===== src/verilog/udp_node_pkg.sv =====
`default_nettype none

package udp_node_pkg;

    localparam int RXBUF_AWIDTH    = 6;
    localparam int TXBUF_AWIDTH    = 6;
    localparam int PAYLOAD_DEPTH   = 64;
    localparam int PAYLOAD_AWIDTH  = 6;
    localparam int RXBUF_SIZE_ADDR = 1;  // size in bits 31..16
    localparam int TXBUF_LEN_ADDR  = 2;
    localparam int TXBUF_DATA_ADDR = 3;  // message starts here, lsb first

    // udp receive-buffer write port
    typedef struct packed {
        logic [RXBUF_AWIDTH-1:0] addr;
        logic                    we;
        logic [31:0]             wdata;
    } rxbuf_wr_t;

    typedef struct packed {
        logic                      we;
        logic [PAYLOAD_AWIDTH-1:0] addr;
        logic [7:0]                data;
    } payload_wr_t;

    // good frame finished, len in bytes
    typedef struct packed {
        logic        valid;
        logic [15:0] len;
    } rx_done_t;

endpackage

`default_nettype wire


===== src/verilog/host_stub.sv =====
`default_nettype none

module host_stub
    import udp_node_pkg::*;
#(
    parameter int TX_PERIOD_LOG2 = 27
)
(
    input  wire                      clk_int,
    input  wire                      rst_n_int,
    input  wire rxbuf_wr_t           rxbuf_wr,
    input  wire                      rxbuf_grant,
    output logic                     rxbuf_rel,
    input  wire [TXBUF_AWIDTH-1:0]   txbuf_addr,
    output logic [31:0]              txbuf_rdata,
    output logic                     txbuf_rel,
    output logic                     led_r,
    output logic                     led_g,
    output logic                     led_b
);

    logic [15:0]             last_rx_size;
    logic [TX_PERIOD_LOG2:0] tx_cnt;

    assign led_r = (last_rx_size >= 16'd1) && (last_rx_size <= 16'd10);
    assign led_g = (last_rx_size >= 16'd11) && (last_rx_size <= 16'd20);
    assign led_b = (last_rx_size > 16'd20);

    // ~~~~~~~~~~~~~~~~~~~~~~~~~~~~~~~~~~~~~~~~~~~~~~~~~~~~~~~~~~~~~~~~~~~~~~~~~~~~
    // receive side, release right after grant

    always_ff @(posedge clk_int or negedge rst_n_int) begin
        if (!rst_n_int) begin
            rxbuf_rel    <= 1'b0;
            last_rx_size <= '0;
        end else begin
            rxbuf_rel <= rxbuf_grant;
            if (rxbuf_wr.we && (rxbuf_wr.addr == RXBUF_AWIDTH'(RXBUF_SIZE_ADDR))) begin
                last_rx_size <= rxbuf_wr.wdata[31:16];
            end
        end
    end

    // ~~~~~~~~~~~~~~~~~~~~~~~~~~~~~~~~~~~~~~~~~~~~~~~~~~~~~~~~~~~~~~~~~~~~~~~~~~~~
    // transmit side, periodic release and message rom

    always_ff @(posedge clk_int or negedge rst_n_int) begin
        if (!rst_n_int) begin
            txbuf_rel <= 1'b0;
            tx_cnt    <= '0;
        end else if (tx_cnt[TX_PERIOD_LOG2]) begin
            txbuf_rel <= 1'b1;
            tx_cnt    <= '0;
        end else begin
            txbuf_rel <= 1'b0;
            tx_cnt    <= tx_cnt + 1'b1;
        end
    end

    always_ff @(posedge clk_int) begin
        case (txbuf_addr)
            TXBUF_AWIDTH'(TXBUF_LEN_ADDR):      txbuf_rdata <= 32'h0000_0007;
            TXBUF_AWIDTH'(TXBUF_DATA_ADDR):     txbuf_rdata <= 32'h626f_6f66;  // "foob"
            TXBUF_AWIDTH'(TXBUF_DATA_ADDR + 1): txbuf_rdata <= 32'h000a_7261;  // "ar\n"
            default:                            txbuf_rdata <= 32'h0000_0000;
        endcase
    end

endmodule

`default_nettype wire


===== src/verilog/mii_rx_engine.sv =====
`default_nettype none

module mii_rx_engine
    import udp_node_pkg::*;
(
    input  wire          clk_int,
    input  wire          rst_n_int,
    input  wire [3:0]    phy_rxd,
    input  wire          phy_rx_dv,
    input  wire          phy_rx_er,
    input  wire          phy_tx_en,
    input  wire          rxbuf_rel,
    output rxbuf_wr_t    rxbuf_wr,
    output logic         rxbuf_grant,
    output payload_wr_t  payload_wr,
    output rx_done_t     rx_done,
    output logic         rx_busy
);

    logic        dv_q;
    logic        nib_hi;    // next nibble is the high half
    logic [3:0]  low_nib;
    logic [15:0] byte_cnt;
    logic        err_seen;
    logic        ignore;    // frame started while busy
    logic        good_end;

    assign good_end = dv_q && !phy_rx_dv && !err_seen && !ignore;
    assign rx_busy  = phy_rx_dv | dv_q | rxbuf_grant;

    // ~~~~~~~~~~~~~~~~~~~~~~~~~~~~~~~~~~~~~~~~~~~~~~~~~~~~~~~~~~~~~~~~~~~~~~~~~~~~
    // nibble pairing and byte count

    always_ff @(posedge clk_int or negedge rst_n_int) begin
        if (!rst_n_int) begin
            dv_q       <= 1'b0;
            nib_hi     <= 1'b0;
            low_nib    <= '0;
            byte_cnt   <= '0;
            err_seen   <= 1'b0;
            ignore     <= 1'b0;
            payload_wr <= '0;
        end else begin
            dv_q          <= phy_rx_dv;
            payload_wr.we <= 1'b0;
            if (phy_rx_dv && !dv_q) begin  // first nibble of a frame
                low_nib  <= phy_rxd;
                nib_hi   <= 1'b1;
                byte_cnt <= '0;
                err_seen <= phy_rx_er;
                ignore   <= rxbuf_grant | phy_tx_en;
            end else if (phy_rx_dv) begin
                err_seen <= err_seen | phy_rx_er;
                nib_hi   <= !nib_hi;
                if (nib_hi) begin
                    payload_wr.we   <= !ignore && !err_seen && !phy_rx_er &&
                                       (byte_cnt < 16'(PAYLOAD_DEPTH));
                    payload_wr.addr <= byte_cnt[PAYLOAD_AWIDTH-1:0];
                    payload_wr.data <= {phy_rxd, low_nib};
                    byte_cnt        <= byte_cnt + 16'd1;  // keeps counting past depth
                end else begin
                    low_nib <= phy_rxd;
                end
            end
        end
    end

    // ~~~~~~~~~~~~~~~~~~~~~~~~~~~~~~~~~~~~~~~~~~~~~~~~~~~~~~~~~~~~~~~~~~~~~~~~~~~~
    // frame report and buffer grant

    always_ff @(posedge clk_int or negedge rst_n_int) begin
        if (!rst_n_int) begin
            rxbuf_wr    <= '0;
            rx_done     <= '0;
            rxbuf_grant <= 1'b0;
        end else begin
            rxbuf_wr.we   <= good_end;
            rx_done.valid <= good_end;
            if (good_end) begin
                rxbuf_wr.addr  <= RXBUF_AWIDTH'(RXBUF_SIZE_ADDR);
                rxbuf_wr.wdata <= {byte_cnt, 16'h0000};
                rx_done.len    <= byte_cnt;
                rxbuf_grant    <= 1'b1;
            end else if (rxbuf_rel) begin
                rxbuf_grant <= 1'b0;  // host is done with it
            end
        end
    end

    a_no_wr_while_granted: assert property (
        @(posedge clk_int) disable iff (!rst_n_int)
        rxbuf_wr.we |-> !$past(rxbuf_grant)
    );

endmodule

`default_nettype wire


===== src/verilog/mii_tx_engine.sv =====
`default_nettype none

module mii_tx_engine
    import udp_node_pkg::*;
(
    input  wire                        clk_int,
    input  wire                        rst_n_int,
    input  wire                        txbuf_rel,
    input  wire                        rx_busy,
    input  wire rx_done_t              rx_done,
    output logic [TXBUF_AWIDTH-1:0]    txbuf_addr,
    input  wire [31:0]                 txbuf_rdata,
    output logic [PAYLOAD_AWIDTH-1:0]  payload_rd_addr,
    input  wire [7:0]                  payload_rd_data,
    output logic [3:0]                 phy_txd,
    output logic                       phy_tx_en
);

    typedef enum logic [2:0] {
        ST_IDLE,
        ST_LEN,         // address the length word
        ST_LEN_WAIT,
        ST_PRIME_ADDR,  // address byte 0
        ST_PRIME,
        ST_SEND
    } tx_state_t;

    tx_state_t   state;
    logic [15:0] last_len;
    logic [15:0] echo_len;
    logic [15:0] msg_len;
    logic [15:0] fetch_idx;  // byte being addressed, one ahead of cur_byte
    logic [15:0] tot_len;
    logic [7:0]  cur_byte;
    logic [7:0]  next_byte;
    logic        nib_hi;

    assign tot_len   = msg_len + echo_len;
    assign next_byte = (fetch_idx < msg_len) ? txbuf_rdata[{fetch_idx[1:0], 3'b000} +: 8]
                                             : payload_rd_data;

    assign txbuf_addr = (state == ST_LEN) ? TXBUF_AWIDTH'(TXBUF_LEN_ADDR)
                      : TXBUF_AWIDTH'(TXBUF_DATA_ADDR) + fetch_idx[TXBUF_AWIDTH+1:2];
    assign payload_rd_addr = PAYLOAD_AWIDTH'(fetch_idx - msg_len);

    assign phy_txd   = nib_hi ? cur_byte[7:4] : cur_byte[3:0];  // low nibble first
    assign phy_tx_en = (state == ST_SEND);

    always_ff @(posedge clk_int or negedge rst_n_int) begin
        if (!rst_n_int) begin
            state     <= ST_IDLE;
            last_len  <= '0;
            echo_len  <= '0;
            msg_len   <= '0;
            fetch_idx <= '0;
            cur_byte  <= '0;
            nib_hi    <= 1'b0;
        end else begin
            if (rx_done.valid) begin
                last_len <= rx_done.len;
            end
            case (state)
                ST_IDLE: begin
                    if (txbuf_rel && !rx_busy) begin  // pulse dropped while rx busy
                        echo_len <= (last_len > 16'(PAYLOAD_DEPTH)) ? 16'(PAYLOAD_DEPTH)
                                                                    : last_len;
                        state    <= ST_LEN;
                    end
                end
                ST_LEN: state <= ST_LEN_WAIT;
                ST_LEN_WAIT: begin
                    msg_len   <= txbuf_rdata[15:0];
                    fetch_idx <= '0;
                    state     <= ST_PRIME_ADDR;
                end
                ST_PRIME_ADDR: state <= ST_PRIME;
                ST_PRIME: begin
                    cur_byte  <= next_byte;
                    fetch_idx <= fetch_idx + 16'd1;
                    nib_hi    <= 1'b0;
                    state     <= (tot_len == '0) ? ST_IDLE : ST_SEND;
                end
                ST_SEND: begin
                    nib_hi <= !nib_hi;
                    if (nib_hi) begin
                        cur_byte  <= next_byte;
                        fetch_idx <= fetch_idx + 16'd1;
                        if (fetch_idx == tot_len) begin
                            state <= ST_IDLE;
                        end
                    end
                end
                default: state <= ST_IDLE;
            endcase
        end
    end

    a_tx_start_rx_idle: assert property (
        @(posedge clk_int) disable iff (!rst_n_int)
        $rose(phy_tx_en) |-> !rx_busy
    );

endmodule

`default_nettype wire


===== src/verilog/payload_ram.sv =====
`default_nettype none

module payload_ram
    import udp_node_pkg::*;
(
    input  wire                       clk_int,
    input  wire payload_wr_t          wr,
    input  wire [PAYLOAD_AWIDTH-1:0]  rd_addr,
    output logic [7:0]                rd_data
);

    logic [7:0] mem [PAYLOAD_DEPTH];

    always_ff @(posedge clk_int) begin
        if (wr.we) begin
            mem[wr.addr] <= wr.data;
        end
        rd_data <= mem[rd_addr];  // read-before-write on a collision
    end

endmodule

`default_nettype wire


===== src/verilog/udp_node_top.sv =====
`default_nettype none

module udp_node_top
    import udp_node_pkg::*;
#(
    parameter int TX_PERIOD_LOG2 = 27
)
(
    input  wire        clk_int,
    input  wire        rst_n_int,
    input  wire [3:0]  phy_rxd,
    input  wire        phy_rx_dv,
    input  wire        phy_rx_er,
    output wire [3:0]  phy_txd,
    output wire        phy_tx_en,
    output wire        led_r,
    output wire        led_g,
    output wire        led_b
);

    wire rxbuf_wr_t               rxbuf_wr;
    wire                          rxbuf_grant;
    wire                          rxbuf_rel;
    wire payload_wr_t             payload_wr;
    wire rx_done_t                rx_done;
    wire                          rx_busy;
    wire [TXBUF_AWIDTH-1:0]       txbuf_addr;
    wire [31:0]                   txbuf_rdata;
    wire                          txbuf_rel;
    wire [PAYLOAD_AWIDTH-1:0]     payload_rd_addr;
    wire [7:0]                    payload_rd_data;

    payload_ram payload_ram_i (
        .clk_int (clk_int),
        .wr      (payload_wr),
        .rd_addr (payload_rd_addr),
        .rd_data (payload_rd_data)
    );

    mii_rx_engine mii_rx_engine_i (
        .clk_int     (clk_int),
        .rst_n_int   (rst_n_int),
        .phy_rxd     (phy_rxd),
        .phy_rx_dv   (phy_rx_dv),
        .phy_rx_er   (phy_rx_er),
        .phy_tx_en   (phy_tx_en),
        .rxbuf_rel   (rxbuf_rel),
        .rxbuf_wr    (rxbuf_wr),
        .rxbuf_grant (rxbuf_grant),
        .payload_wr  (payload_wr),
        .rx_done     (rx_done),
        .rx_busy     (rx_busy)
    );

    mii_tx_engine mii_tx_engine_i (
        .clk_int         (clk_int),
        .rst_n_int       (rst_n_int),
        .txbuf_rel       (txbuf_rel),
        .rx_busy         (rx_busy),
        .rx_done         (rx_done),
        .txbuf_addr      (txbuf_addr),
        .txbuf_rdata     (txbuf_rdata),
        .payload_rd_addr (payload_rd_addr),
        .payload_rd_data (payload_rd_data),
        .phy_txd         (phy_txd),
        .phy_tx_en       (phy_tx_en)
    );

    host_stub #(
        .TX_PERIOD_LOG2 (TX_PERIOD_LOG2)
    ) host_stub_i (
        .clk_int     (clk_int),
        .rst_n_int   (rst_n_int),
        .rxbuf_wr    (rxbuf_wr),
        .rxbuf_grant (rxbuf_grant),
        .rxbuf_rel   (rxbuf_rel),
        .txbuf_addr  (txbuf_addr),
        .txbuf_rdata (txbuf_rdata),
        .txbuf_rel   (txbuf_rel),
        .led_r       (led_r),
        .led_g       (led_g),
        .led_b       (led_b)
    );

endmodule

`default_nettype wire

===== config.mk =====
export PLATFORM = sky130hd
export DESIGN_NAME = udp_node_top
export DESIGN_NICKNAME = d
export VERILOG_FILES = /design/src/verilog/udp_node_pkg.sv /design/src/verilog/host_stub.sv /design/src/verilog/mii_rx_engine.sv /design/src/verilog/mii_tx_engine.sv /design/src/verilog/payload_ram.sv /design/src/verilog/udp_node_top.sv
export SDC_FILE = /design/constraint.sdc
export NUM_CORES = 1
export LEC_CHECK = 0
export ABC_AREA = 1
export CAP_MARGIN = 20
export CORE_MARGIN = 10
export CORE_UTILIZATION = 31
export DETAILED_ROUTE_END_ITERATION = 8
export DONT_BUFFER_PORTS = 1
export PLACE_DENSITY_LB_ADDON = 0.25
export SYNTH_ARGS = -nofsm -noshare
export SYNTH_HDL_FRONTEND = slang
export SYNTH_SLANG_ARGS = --single-unit

===== constraint.sdc =====
create_clock -name clk_int -period 5.4 [get_ports clk_int]
set_input_delay 1.08 -clock clk_int [delete_from_list [all_inputs] [get_ports clk_int]]
set_output_delay 1.08 -clock clk_int [all_outputs]
set_load 0.1 [all_outputs]

# After elaboration in Yosys (flattened, before gate mapping)
# Memories as Yosys holds them, arrays and structs flattened. A register that Yosys moved wholly into a read port is not among the register bits.
# Index checks and enable logic that the tools add are counted.
# W data, S select, Z words.
# totals
register_bits,211
ramBits,512
inputBits,8
output_inout_bits,8
elab_cells,126
mem_count,1
# memory_table
memory,words,word_bits,read_ports,rd_ports_with_merged_regs,write_ports,line,source
payload_ram_i.mem,64,8,1,1,1,payload_ram.sv:12,logic [7:0] mem [PAYLOAD_DEPTH];
# classes
addsub,6
n_lt_le_gt_ge,8
eq_ne,13
n_shift,1
muxes,34
n_bitwise,5
reduce_logical,33
# ops
cell,count
$pmux W31 S3,1
$mux W16,5
$pmux W16 S3,1
$mux W15,3
$add A16 B1 Y16 const B,2
$shiftx A32 B6 Y8,1
$add A28 B1 Y28 const B,1
$mux W28,1
$pmux W3 S6,1
$add A16 B16 Y16,1
$eq A16 B16 Y1,1
$ge A16 B1 Y1 const B,1
$ge A16 B4 Y1 const B,1
$gt A16 B5 Y1 const B,1
$gt A16 B7 Y1 const B,1
$le A16 B4 Y1 const B,1
$le A16 B5 Y1 const B,1
$logic_not A16 Y1,1
$lt A16 B16 Y1,1
$lt A16 B7 Y1 const B,1
$mux W4,4
$mux W8,2
$pmux W8 S2,1
$eq A6 B2 Y1 const B,2
other kinds (21),64

# Depth between registers and ports, before layout
# depth
word_depth,7
ltp_mapped,21
depth_no_buf,21

# Modules after synthesis
# From an unflattened synthesis, not the netlist that was laid out.
# unflattened
cells_unflattened,3272
hier_area_um2,32268.4
# by_module_without_submodules
mod,instances,cells_each,area_per_inst_um2,seq_area_each_um2
payload_ram,1,1805,21339.2,15534.9
mii_tx_engine,1,760,5341.4,1901.8
mii_rx_engine,1,330,2807.7,1451.4
host_stub,1,377,2780.2,1251.2

# Least setup slack after synthesis
# OpenSTA, ideal clock, no wires.
# synth_path
path_kind,register -> output
from,register host_stub_i.last_rx_size[3]
to,output led_g
arrival_time_ns,5.953
t_required_ns,4.320
slack_ns,-1.633
path_stages_with_launch,4
path_buffers,0
path_cell_list,dfrtp_1 nor3_1 o311ai_0 a21oi_1
# synth_via
elab_chain_cells,2
word_cells_on_any_way,3
classes_between,order compare: 2; reduce/logical: 1
# synth_lines
item,line,source
"start, declared",host_stub.sv:22,logic [15:0] last_rx_size;
"start signal, assigned",host_stub.sv:39,last_rx_size <= rxbuf_wr.wdata[31:16];
$ge A16 B4 Y1 or $le A16 B5 Y1 (tied branches),host_stub.sv:26,assign led_g = (last_rx_size >= 16'd11) && (last_rx_size <= 16'd20);
$logic_and A1 B1 Y1 *,host_stub.sv:26,
"end, declared",udp_node_top.sv:17,"output wire led_g,"
# Mark *: on every way between the ends. The rest lies on a longest branch, timed or not.

# Worst setup path in the final report
# layout_path
from,register mii_tx_engine_i.fetch_idx[0]
to,"register payload_ram_i.rd_data[6], read port of payload_ram_i.mem"
# layout_via
elab_chain_cells,1
# layout_lines
item,line,source
"start, declared",mii_tx_engine.sv:32,logic [15:0] fetch_idx;
"start signal, assigned",mii_tx_engine.sv:79,fetch_idx <= fetch_idx + 16'd1;
"start signal, assigned",mii_tx_engine.sv:87,fetch_idx <= fetch_idx + 16'd1;
$sub A6 B6 Y6,mii_tx_engine.sv:44,assign payload_rd_addr = PAYLOAD_AWIDTH'(fetch_idx - msg_len);
"end, declared",payload_ram.sv:9,output logic [7:0] rd_data
# No other way between the ends.
# A chain may end at the register's enable or synchronous reset.

==> summary.md <==
| Metric | Value |
|---|---|
| Outcome | `completed` |
| Cells along the critical path | `inv_1 -> ha_4 -> inv_1 -> fa_4 -> buf_4 -> o21ai_0 -> o221ai_1 -> nand2_1 -> o21ai_0 -> o22ai_1 -> o21ai_1` |
| Final Hold Fails | `0` |
| ANT nets after route | `0` |
| Slew Limit Fails | `0` |
| Total track usage | `13.97%` |
| Relative slew margins | `between 20% and 30%` |
| Worst Path Arrival | `4570 ps` |
| Fin Setup TNS | `0 ps` |
| Cts hold-fix bufs | `0` |
| Share of the synthesized area in the top cell type | `around half` |
| Setup repair bufs after CTS | `0` |
| Nets | `2,695` |
| Post-synthesis sequential area ratio | `roughly two thirds` |
| CP Capture Type | `flip-flop` |
| Post-DP Area | `31,280 um2` |
| Die Area | `109,100 um2` |
| Final wirelength | `77.35 mm` |
| Fin area | `between 30,000 and 40,000 um2` |
| GRT overflow | `0` |
| Vias in the first global route | `19,720` |
| Worst stage delay on the critical path | `about 1300 ps` |
| CP Launch Type | `flip-flop` |
| Initial DRC count | `1,752` |
| Yosys cell types | `57` |
| CTS tree | `yes` |
| Via Count | `between 20,000 and 25,000` |
| Inserted Clock Buffers | `71` |
| Setup WS pre-CTS | `1428 ps` |
| DRC | `0` |
| FMAX | `249.7 MHz` |
| Crit path max-delay cell type | `fa_4` |
| Met3 wire length | `3.998 mm` |
| Post-cts sizing count | `0` |
| Power Dens Cells | `between 300 and 400 nW/um2` |
| I/O Pins | `16` |
| Layout cells sized above 1 | `7.956%` |
| Post-synth EDFFs | `512` |
| P_leak | `0.01208 uW` |
| I/O Buffers | `0` |
| Crit-path max FO | `62` |
| TritonCTS Sinks | `694` |
| Required @ worst endpoint | `5970 ps` |
| CTS clk-pin slew, worst paths | `60 ps` |
| Chip Height | `330.2 um` |
| WL met2 | `36.69 mm` |
| Finish-stage setup viols | `0` |
| Clock skew | `25.13 ps` |
| Leading post-synthesis cells by cell area | `edfxtp_1 52%, dfrtp_1 14%, nand2_1 5.2%, nor2_1 5.1%, o21ai_0 4.1%` |
| FF+latch count, synth | `694` |
| RePlAce Congestion | `0.8233` |
| Cell area after synthesis | `29,840 um2` |
| Crit share post-route | `74.17%` |
| Max-cap violation count | `0` |
| Yosys Warn Count | `0` |
| Pwr Total | `11,880 uW` |
| Dominant synthesized flop cell | `edfxtp_1` |
| Maximum vdd drop | `0.2742 mV` |
| Row count | `113` |
| Initial antenna violation count | `0` |
| Post-Syn Nets | `2,708` |
| First-pass GRT wire length | `119.6 mm` |
| WL/cell | `19.43 um` |
| Clock root cell | `clkbuf_16` |
| Hold Path Class | `in2async` |
| Antenna cells | `0` |
| RR Startpoint | `mii_tx_engine_i.fetch_idx[0]` |
| Final worst setup slack | `1395 ps` |
| Pin count of the biggest net entering global routing | `about 190` |
| Vias per cell | `5.064` |
| Htree depth | `3` |
| Die Span X | `330.2 um` |
| DP Wirelength | `around 47 mm` |
| Clock buffer depth | `3` |
| Max Used Layer | `met4` |
| Core ar. | `95,290 um2` |
| Largest area contributor in the netlist | `edfxtp_1` |
| Layout area overhead | `12.97%` |
| FFs w/ async S/R, synth | `between 20% and 30%` |
| Min Tclk post-route | `~4000 ps` |
| Met1 WL | `about 35 mm` |
| RSZ-0062 raised after global routing | `no` |
| CP Class | `reg2reg` |
| Syn Inst Count | `2,669` |
| Critical Path Source | `mii_tx_engine_i.fetch_idx[0]` |
| Clock insertion delay at the later pin of the skew report | `630 ps` |
| Initial Util | `a little under a third` |
| Slew @ Worst Pin | `1155 ps` |
| Average size of a mapped cell | `11.18 um2` |
| DR pass1 iterations | `5` |
## placed cells by master (no fill, tap or decap), drive strengths merged, types with 3 or more instances in the layout
cell type,count
edfxtp,512
nand2,424
nor2,420
o21ai,260
inv,175
dfrtp,169
nand3,112
clkbuf,90
a21oi,82
o32ai,66
mux2i,64
o221ai,48
buf,42
o22ai,34
clkinv,34
ha,29
nand4,27
nor3,23
nor4,19
dfxtp,13
and3,10
bufinv,8
a31oi,7
o211ai,6
xnor2,4
o31ai,4
nand3b,4
xor2,4
nor3b,4
and2,3
or2,3
## worst max-delay path: cells and delay by family (launching register included)
family	cells	cell delay, ps
AO/OA/AOI/OAI	5	1160
buffers and inverters	3	640
adder cells (fa/ha/maj)	2	1470
flip-flops	1	470
AND/OR/NAND/NOR	1	160
## power by group
group          internal, uW  switching, uW  total, uW
logic                   112            443        554
clock network          2970           2140       5100
registers              6080            143       6220
## routing by layer
metal	vias up	track usage (%)
met5	-	0
met4	0	4.262
met3	96	1.842
met2	509	22.74
met1	10080	19.22
li1	9468	-
## registers in the layout, indices dropped and copies added (netlist names)
| name | cells |
|---|---|
| host_stub_i.tx_cnt | 28 |
| mii_tx_engine_i.msg_len | 5 |
| mii_tx_engine_i.state | 3 |
| host_stub_i.txbuf_rel | 1 |
| payload_ram_i.rd_data | 8 |
| payload_ram_i.mem | 512 |
| mii_rx_engine_i.byte_cnt | 16 |
| mii_rx_engine_i.rx_done | 16 |
| mii_tx_engine_i.last_len | 16 |
| mii_tx_engine_i.cur_byte | 8 |
| host_stub_i.rxbuf_rel | 1 |
| host_stub_i.last_rx_size | 16 |
| mii_rx_engine_i.dv_q | 1 |
| mii_rx_engine_i.ignore | 1 |
| mii_rx_engine_i.low_nib | 4 |
| host_stub_i.txbuf_rdata | 5 |
| mii_tx_engine_i.fetch_idx | 16 |
| mii_rx_engine_i.payload_wr | 15 |
| mii_rx_engine_i.err_seen | 1 |
| mii_rx_engine_i.rxbuf_grant | 1 |
| mii_rx_engine_i.rxbuf_wr | 2 |
| mii_tx_engine_i.echo_len | 16 |
| mii_rx_engine_i.nib_hi | 1 |
| mii_tx_engine_i.nib_hi | 1 |
## synth_stat cells, types with 3 or more instances
cell type	count
nand2_1	414
a21oi_1	82
nor3_1	21
clkbuf_1	66
edfxtp_1	512
o22ai_1	34
clkinv_1	5
xnor2_1	4
nand3_1	107
o21ai_0	244
o32ai_1	66
nand4_1	27
ha_1	29
and3_1	10
buf_1	7
nand3b_1	4
inv_1	164
o221ai_1	48
mux2i_1	64
inv_2	8
xor2_1	3
o31ai_1	4
buf_2	37
nor2_1	409
and2_1	3
nor4_1	17
nor2_2	6
a31oi_1	7
buf_6	7
dfxtp_1	13
dfrtp_1	169
o21ai_1	15
o211ai_1	6
nand2_2	10
nand3_2	5
nor2_4	5
buf_4	10
## through the flow
step           util (%)  instances  hold WS [ps]
2_1_floorplan         -       2669         369.0
3_3_place_gp      32.81       3846         391.7
3_5_place_dp      32.83       3847         384.1
4_1_cts           35.36       3979         108.2
5_1_grt           35.37       3980         128.6
6_report          35.37       3980         159.6
## final timing paths
kind	endpoint	slack [ps]	cells after the start
worst max-delay path	payload_ram_i.rd_data[6]	1390	11
worst min-delay path	mii_tx_engine_i.echo_len[12]	160	0
worst max register to register	payload_ram_i.rd_data[6]	1390	11
worst min register to register	host_stub_i.rxbuf_rel	410	0
max in group asynchronous	host_stub_i.tx_cnt[17]	4830	0
min in group clk_int	host_stub_i.rxbuf_rel	410	0
## area by class of cell
class,instances,area [um2]
Multi-Input combinational cell,1670,8771
Inverter,177,669.4
Timing Repair Buffer,42,400.4
Sequential cell,694,19870
Clock inverter,42,459.2
Tap cell,1265,1583
Clock buffer,90,1951
Fill cell,9418,61590
## cells by family after synthesis
kind of cell	after synthesis	synth area share [%]
compound gates	518	10.53
xor+xnor	8	0.2600
fa+ha+maj	31	1.350
buf+inv	305	4.298
flops	694	66.57
mux	64	2.147
simple gates	1049	14.84
No activity file was read; power rests on OpenSTA's default activity.
